### src/hdl/mem_cfg_pkg.sv
package mem_cfg_pkg;

    // Pixel and patch geometry
    localparam int DATA_WIDTH  = 11;
    localparam int PATCH_SIZE  = 5;
    localparam int PATCH_WIDTH = DATA_WIDTH * PATCH_SIZE;  // 55 bits of a 64-bit word

    // SRAM geometry
    localparam int ADDR_WIDTH = 9;
    localparam int DEPTH      = 512;
    localparam int WORD_WIDTH = 64;
    localparam int MASK_WIDTH = WORD_WIDTH / 8;  // One enable per byte lane

endpackage

### src/hdl/wb_bus_pkg.sv
package wb_bus_pkg;

    // Bus address of SRAM word 0
    localparam logic [31:0] WB_ADDRESS_OFFSET = 32'd557;

    // Five differences of at most 2047 each fit in 14 bits
    localparam int SCORE_WIDTH = 14;

    // Byte-lane write command
    typedef struct packed {
        logic [17:0] rsvd_hi;
        logic [2:0]  lane;     // Target byte lane of the word
        logic [2:0]  rsvd_lo;
        logic [7:0]  data;
    } wb_wr_view_t;

    // Half-patch read command
    typedef struct packed {
        logic [19:0] rsvd_hi;
        logic        half;     // 0 returns bits 31..0, 1 returns the upper 23 bits
        logic [10:0] rsvd_lo;
    } wb_rd_view_t;

    // Same data word, decoded by bus direction
    typedef union packed {
        wb_wr_view_t wr;
        wb_rd_view_t rd;
    } wb_cmd_u;

endpackage

### src/hdl/patch_sad_unit.sv
`timescale 1ns/1ps

module patch_sad_unit
    import mem_cfg_pkg::*;
    import wb_bus_pkg::*;
(
    input  logic                   clk,
    input  logic                   arst_n_i,

    // Candidate in
    input  logic                   cand_valid_i,
    input  logic [ADDR_WIDTH-1:0]  cand_addr_i,
    input  logic [PATCH_WIDTH-1:0] cand_patch_i,

    // Query fetch over SRAM port 1
    output logic                   csb1_o,
    output logic [ADDR_WIDTH-1:0]  addr1_o,
    input  logic [PATCH_WIDTH-1:0] rpatch1_i,

    // Score out
    output logic                   score_valid_o,
    output logic [SCORE_WIDTH-1:0] score_o
);

    logic                   s1_valid_q;
    logic [PATCH_WIDTH-1:0] s1_patch_q;
    logic [SCORE_WIDTH-1:0] sad_sum;

    function automatic logic [DATA_WIDTH-1:0] abs_diff(
        input logic [DATA_WIDTH-1:0] a,
        input logic [DATA_WIDTH-1:0] b
    );
        return (a > b) ? a - b : b - a;
    endfunction

    // Stage 1 sends the query read out with the candidate
    assign csb1_o  = ~cand_valid_i;
    assign addr1_o = cand_addr_i;

    always_ff @(posedge clk) begin
        s1_patch_q <= cand_patch_i;  // Lines up with the SRAM read data
    end

    // Stage 2 sums the absolute pixel differences
    always_comb begin
        sad_sum = '0;
        for (int i = 0; i < PATCH_SIZE; i++) begin
            sad_sum = sad_sum + SCORE_WIDTH'(abs_diff(rpatch1_i[i*DATA_WIDTH +: DATA_WIDTH],
                                                      s1_patch_q[i*DATA_WIDTH +: DATA_WIDTH]));
        end
    end

    always_ff @(posedge clk) begin
        score_o <= sad_sum;
    end

    always_ff @(posedge clk or negedge arst_n_i) begin
        if (!arst_n_i) begin
            s1_valid_q    <= 1'b0;
            score_valid_o <= 1'b0;
        end else begin
            s1_valid_q    <= cand_valid_i;
            score_valid_o <= s1_valid_q;
        end
    end

endmodule

### config.mk
export PLATFORM = sky130hd
export DESIGN_NAME = patch_sad_unit
export DESIGN_NICKNAME = d
export VERILOG_FILES = /design/src/hdl/mem_cfg_pkg.sv /design/src/hdl/wb_bus_pkg.sv /design/src/hdl/patch_sad_unit.sv
export SDC_FILE = /design/constraint.sdc
export NUM_CORES = 1
export LEC_CHECK = 0
export BUFFER_PORTS_ARGS = -buffer_cell sky130_fd_sc_hd__clkbuf_2
export CAP_MARGIN = 20
export CORE_MARGIN = 3
export CORE_UTILIZATION = 45
export CTS_BUF_LIST = sky130_fd_sc_hd__clkbuf_2 sky130_fd_sc_hd__clkbuf_4 sky130_fd_sc_hd__clkbuf_8
export DETAILED_ROUTE_END_ITERATION = 8
export PLACE_DENSITY = 0.64
export SYNTH_ARGS = -nofsm -noshare
export SYNTH_HDL_FRONTEND = slang
export SYNTH_SLANG_ARGS = --single-unit
### constraint.sdc
create_clock -name clk -period 7.5 [get_ports clk]
set_clock_uncertainty 0.15 [all_clocks]
set_input_delay 1.5 -clock clk [delete_from_list [all_inputs] [get_ports clk]]
set_output_delay 1.5 -clock clk [all_outputs]
set_load 0.05 [all_outputs]
==> impl_metrics.tcl <==
set metrics [dict create \
    path_clk_slew_ns 0.08 \
    place.gp.congestion 0.906 \
    initial_core_util 0.468 \
    grt_start_max_net_pins 12 \
    r2r_cells 19 \
    regArea_um2 1430 \
    cp-start-kind "input pin" \
    fp.dieW_um 136 \
    synth_nets 1176 \
    grtUsageTotal 0.182 \
    fillers 1531 \
    yosys.cell_types.count 56 \
    port-buffer-count 128 \
    hold_depth 0 \
    synth.area.top_cells "ha_1 20%, dfxtp_1 18%, fa_1 11%" \
    synth.top_cell.area_share 0.197 \
    grt_pass1_vias 5974 \
    worstSetupPathType "input pin to register" \
    clock_latency_ns 0.37 \
    wl_um 16400 \
    postRouteAntennaNets 0 \
    cts_tree "yes" \
    h-tree-depth 3 \
    multi_input_area_um2 5290 \
    tightest_slew_ns 0.580 \
    rows 46 \
    hold_start "s1_valid_q$_DFF_PN0_" \
    cap_violations 0 \
    synth_edf_count 0 \
    fin_crit_ns 6.73 \
    slew_headroom 0.608 \
    dr.pass1.iters 4 \
    drv_slew 0 \
    grt-ovfl-total 0 \
    vias 6037 \
    dp.final_hpwl_um 14200 \
    boundaryPins 147 \
    finalNonFillerCells 1224 \
    hp-class "register to register" \
    peakVddDrop_uv 245 \
    synthesis.area_um2 7570 \
    hold_buffers 0 \
    synth_top_area_cell "ha_1" \
    avgSynthCellArea_um2 8.48 \
    clk_path_buf_depth 2 \
    cts_buffers 9 \
    synth-async-reset-ratio 0.0282 \
    hold_violations 0 \
    synth_ff_type "dfxtp_1" \
    drc 0 \
    ys_seq_area_frac 0.189 \
    antenna_found_initial 0 \
    cp_max_fo 8 \
    syn_inst 893 \
    rsz0062_at_grt "no" \
    cts_setup_buffers 0 \
    powerDensity_nw_per_um2 375 \
    fp.coreArea_um2 16200 \
    setup_viol 0 \
    diodes 0 \
    grt_pass1_wl_um 27100 \
    max_freq_mhz 149 \
    cts.sinks 71 \
    ys_seq_elements 71 \
    reg2reg_from "s1_patch_q[2]$_DFF_P_" \
    drive_gt1_frac 0.155 \
    drt-initial-drc-count 159 \
    reg2reg_to "score_o[13]$_DFF_P_" \
    r2r_slack_ns 1.70 \
    cts_root_buffer "clkbuf_8" \
    viasPerCell 4.93 \
    leakage_nw 4.64 \
    die_h_um 136 \
    cts_resized 0 \
    yosysWarnings 0 \
    status "complete, no violations" \
    nets 1286 \
    synthToLayoutAreaGrowth_pct 12.2 \
    arrival_ns 6.85 \
    end_kind "register" \
    dp.cells 1208 \
    die_area_um2 18400 \
    tns_ns 0 \
    worstPathRequired_ns 7.62 \
    holdPathEnd "score_valid_o$_DFF_PN0_" \
    finalCritPeriodShare 0.897 \
    routedWlPerCell_um 13.4 \
]
==> metal layers <==
metal	vias to the layer above	wire length, um	part of all wire	track usage
met5	-	0	0	0
met2	120	7620	0.47	0.309
met1	2743	7770	0.48	0.235
li1	3155	-	-	-
met3	19	691	0.042	0.0357
met4	0	274	0.017	0.0526
==> sequential cells by signal (all words and copies together) (netlist names) <==
name           cells
s1_patch_q        55
score_o           14
s1_valid_q         1
score_valid_o      1
==> worst max-delay path: stages <==
cell and delay, ns:
clkbuf_2 0.10, inv_1 0.04, ha_1 0.42, o211ai_1 0.13, a21o_1 0.18, a31o_2 0.25
o21ai_1 0.38, buf_4 0.25, mux2i_1 0.23, xor2_1 0.31, fa_1 0.47, inv_1 0.11
fa_1 0.42, fa_1 0.55, inv_1 0.04, ha_1 0.32, a21o_1 0.15, a21oi_1 0.09
o21a_1 0.20, or3_1 0.41, o31ai_1 0.27
==> power breakdown <==
group	internal, W	total (W)	switching, W
sequential	0.000477	0.000500	0.0000236
clock	0.000130	0.000286	0.000157
combinational	0.00103	0.00239	0.00137
==> synthesized netlist by cell type, types with 2 or more instances <==
cell type    n
dfrtp_1      2
nand3_1      8
nor2b_1      6
a211o_1      2
xor2_1      21
nor2_1      40
ha_1       119
a21oi_1     70
buf_4       12
a31oi_1      2
nor3_1      14
o41ai_1      2
o22ai_1      5
dfxtp_1     69
xnor2_1     33
and2_1       3
o21bai_1    16
nand4_1     12
fa_1        42
clkbuf_1     9
o21a_1      13
o21ai_1      3
mux2i_1     40
o211ai_1     7
nand3b_1     3
a31o_2       3
buf_2       11
or3_1        7
a41oi_1      3
nand2b_1    20
a21o_1      31
inv_1      175
a211oi_1     3
nand2_1     28
o21ai_0     35
mux2_1       4
==> cell type report <==
class / instances / area share
multi-input combinational: 613 / 0.623
sequential: 71 / 0.169
timing repair buffer: 133 / 0.0798
inverter: 175 / 0.0773
tap: 216 / 0.0318
clock buffer: 12 / 0.0172
clock inverter: 4 / 0.00265
==> worst max-delay path by stage <==
stage | start | to | slack (ns)
global placement | rpatch1_i[2] | score_o[11]$_DFF_P_ | 0.55
floorplan | rpatch1_i[52] | score_o[11]$_DFF_P_ | 0.85
detailed placement | rpatch1_i[2] | score_o[13]$_DFF_P_ | 0.43
CTS | rpatch1_i[2] | score_o[13]$_DFF_P_ | 0.79
global route | rpatch1_i[19] | score_o[13]$_DFF_P_ | 0.54
finish | rpatch1_i[2] | score_o[13]$_DFF_P_ | 0.77
==> cell families after synthesis <==
logic type	count (synthesis)	synth area share
AO/OA/AOI/OAI	205	0.170
flip-flops	71	0.189
adder cells (fa/ha/maj)	161	0.308
multiplexers	44	0.0588
XOR/XNOR	54	0.0625
buffers and inverters	209	0.113
AND/OR/NAND/NOR	149	0.0990
==> placed cells by master, fill, tap and decap left out, types with 2 or more instances in the layout <==
cell	n
a211o_1	2
a211oi_1	3
a21o_1	31
a21oi_1	70
a31o_2	3
a31oi_1	2
a41oi_1	3
and2_1	3
buf_4	5
clkbuf_2	128
clkbuf_4	3
clkbuf_8	9
clkinv_2	3
dfrtp_1	2
dfxtp_1	69
fa_1	42
ha_1	119
inv_1	175
mux2_1	4
mux2i_1	40
nand2_1	28
nand2b_1	20
nand3_1	8
nand3b_1	3
nand4_1	12
nor2_1	40
nor2b_1	6
nor3_1	14
o211ai_1	7
o21a_1	13
o21ai_0	35
o21ai_1	3
o21bai_1	16
o22ai_1	5
o41ai_1	2
or3_1	7
xnor2_1	33
xor2_1	21
==> per-stage QoR <==
stage / instance area [um2] / hold WS, ns / util / total power, W / setup slack (ns)
floorplan: 7570 / 0.181 / - / 0.00247 / 0.853
global placement: 8320 / 0.184 / 0.515 / 0.00287 / 0.553
detailed placement: 8320 / 0.187 / 0.515 / 0.00293 / 0.430
CTS: 8490 / 0.207 / 0.525 / 0.00324 / 0.785
global route: 8490 / 0.228 / 0.525 / 0.00357 / 0.541
finish: 8490 / 0.204 / 0.525 / 0.00318 / 0.770
No activity file was read; power rests on OpenSTA's default activity.
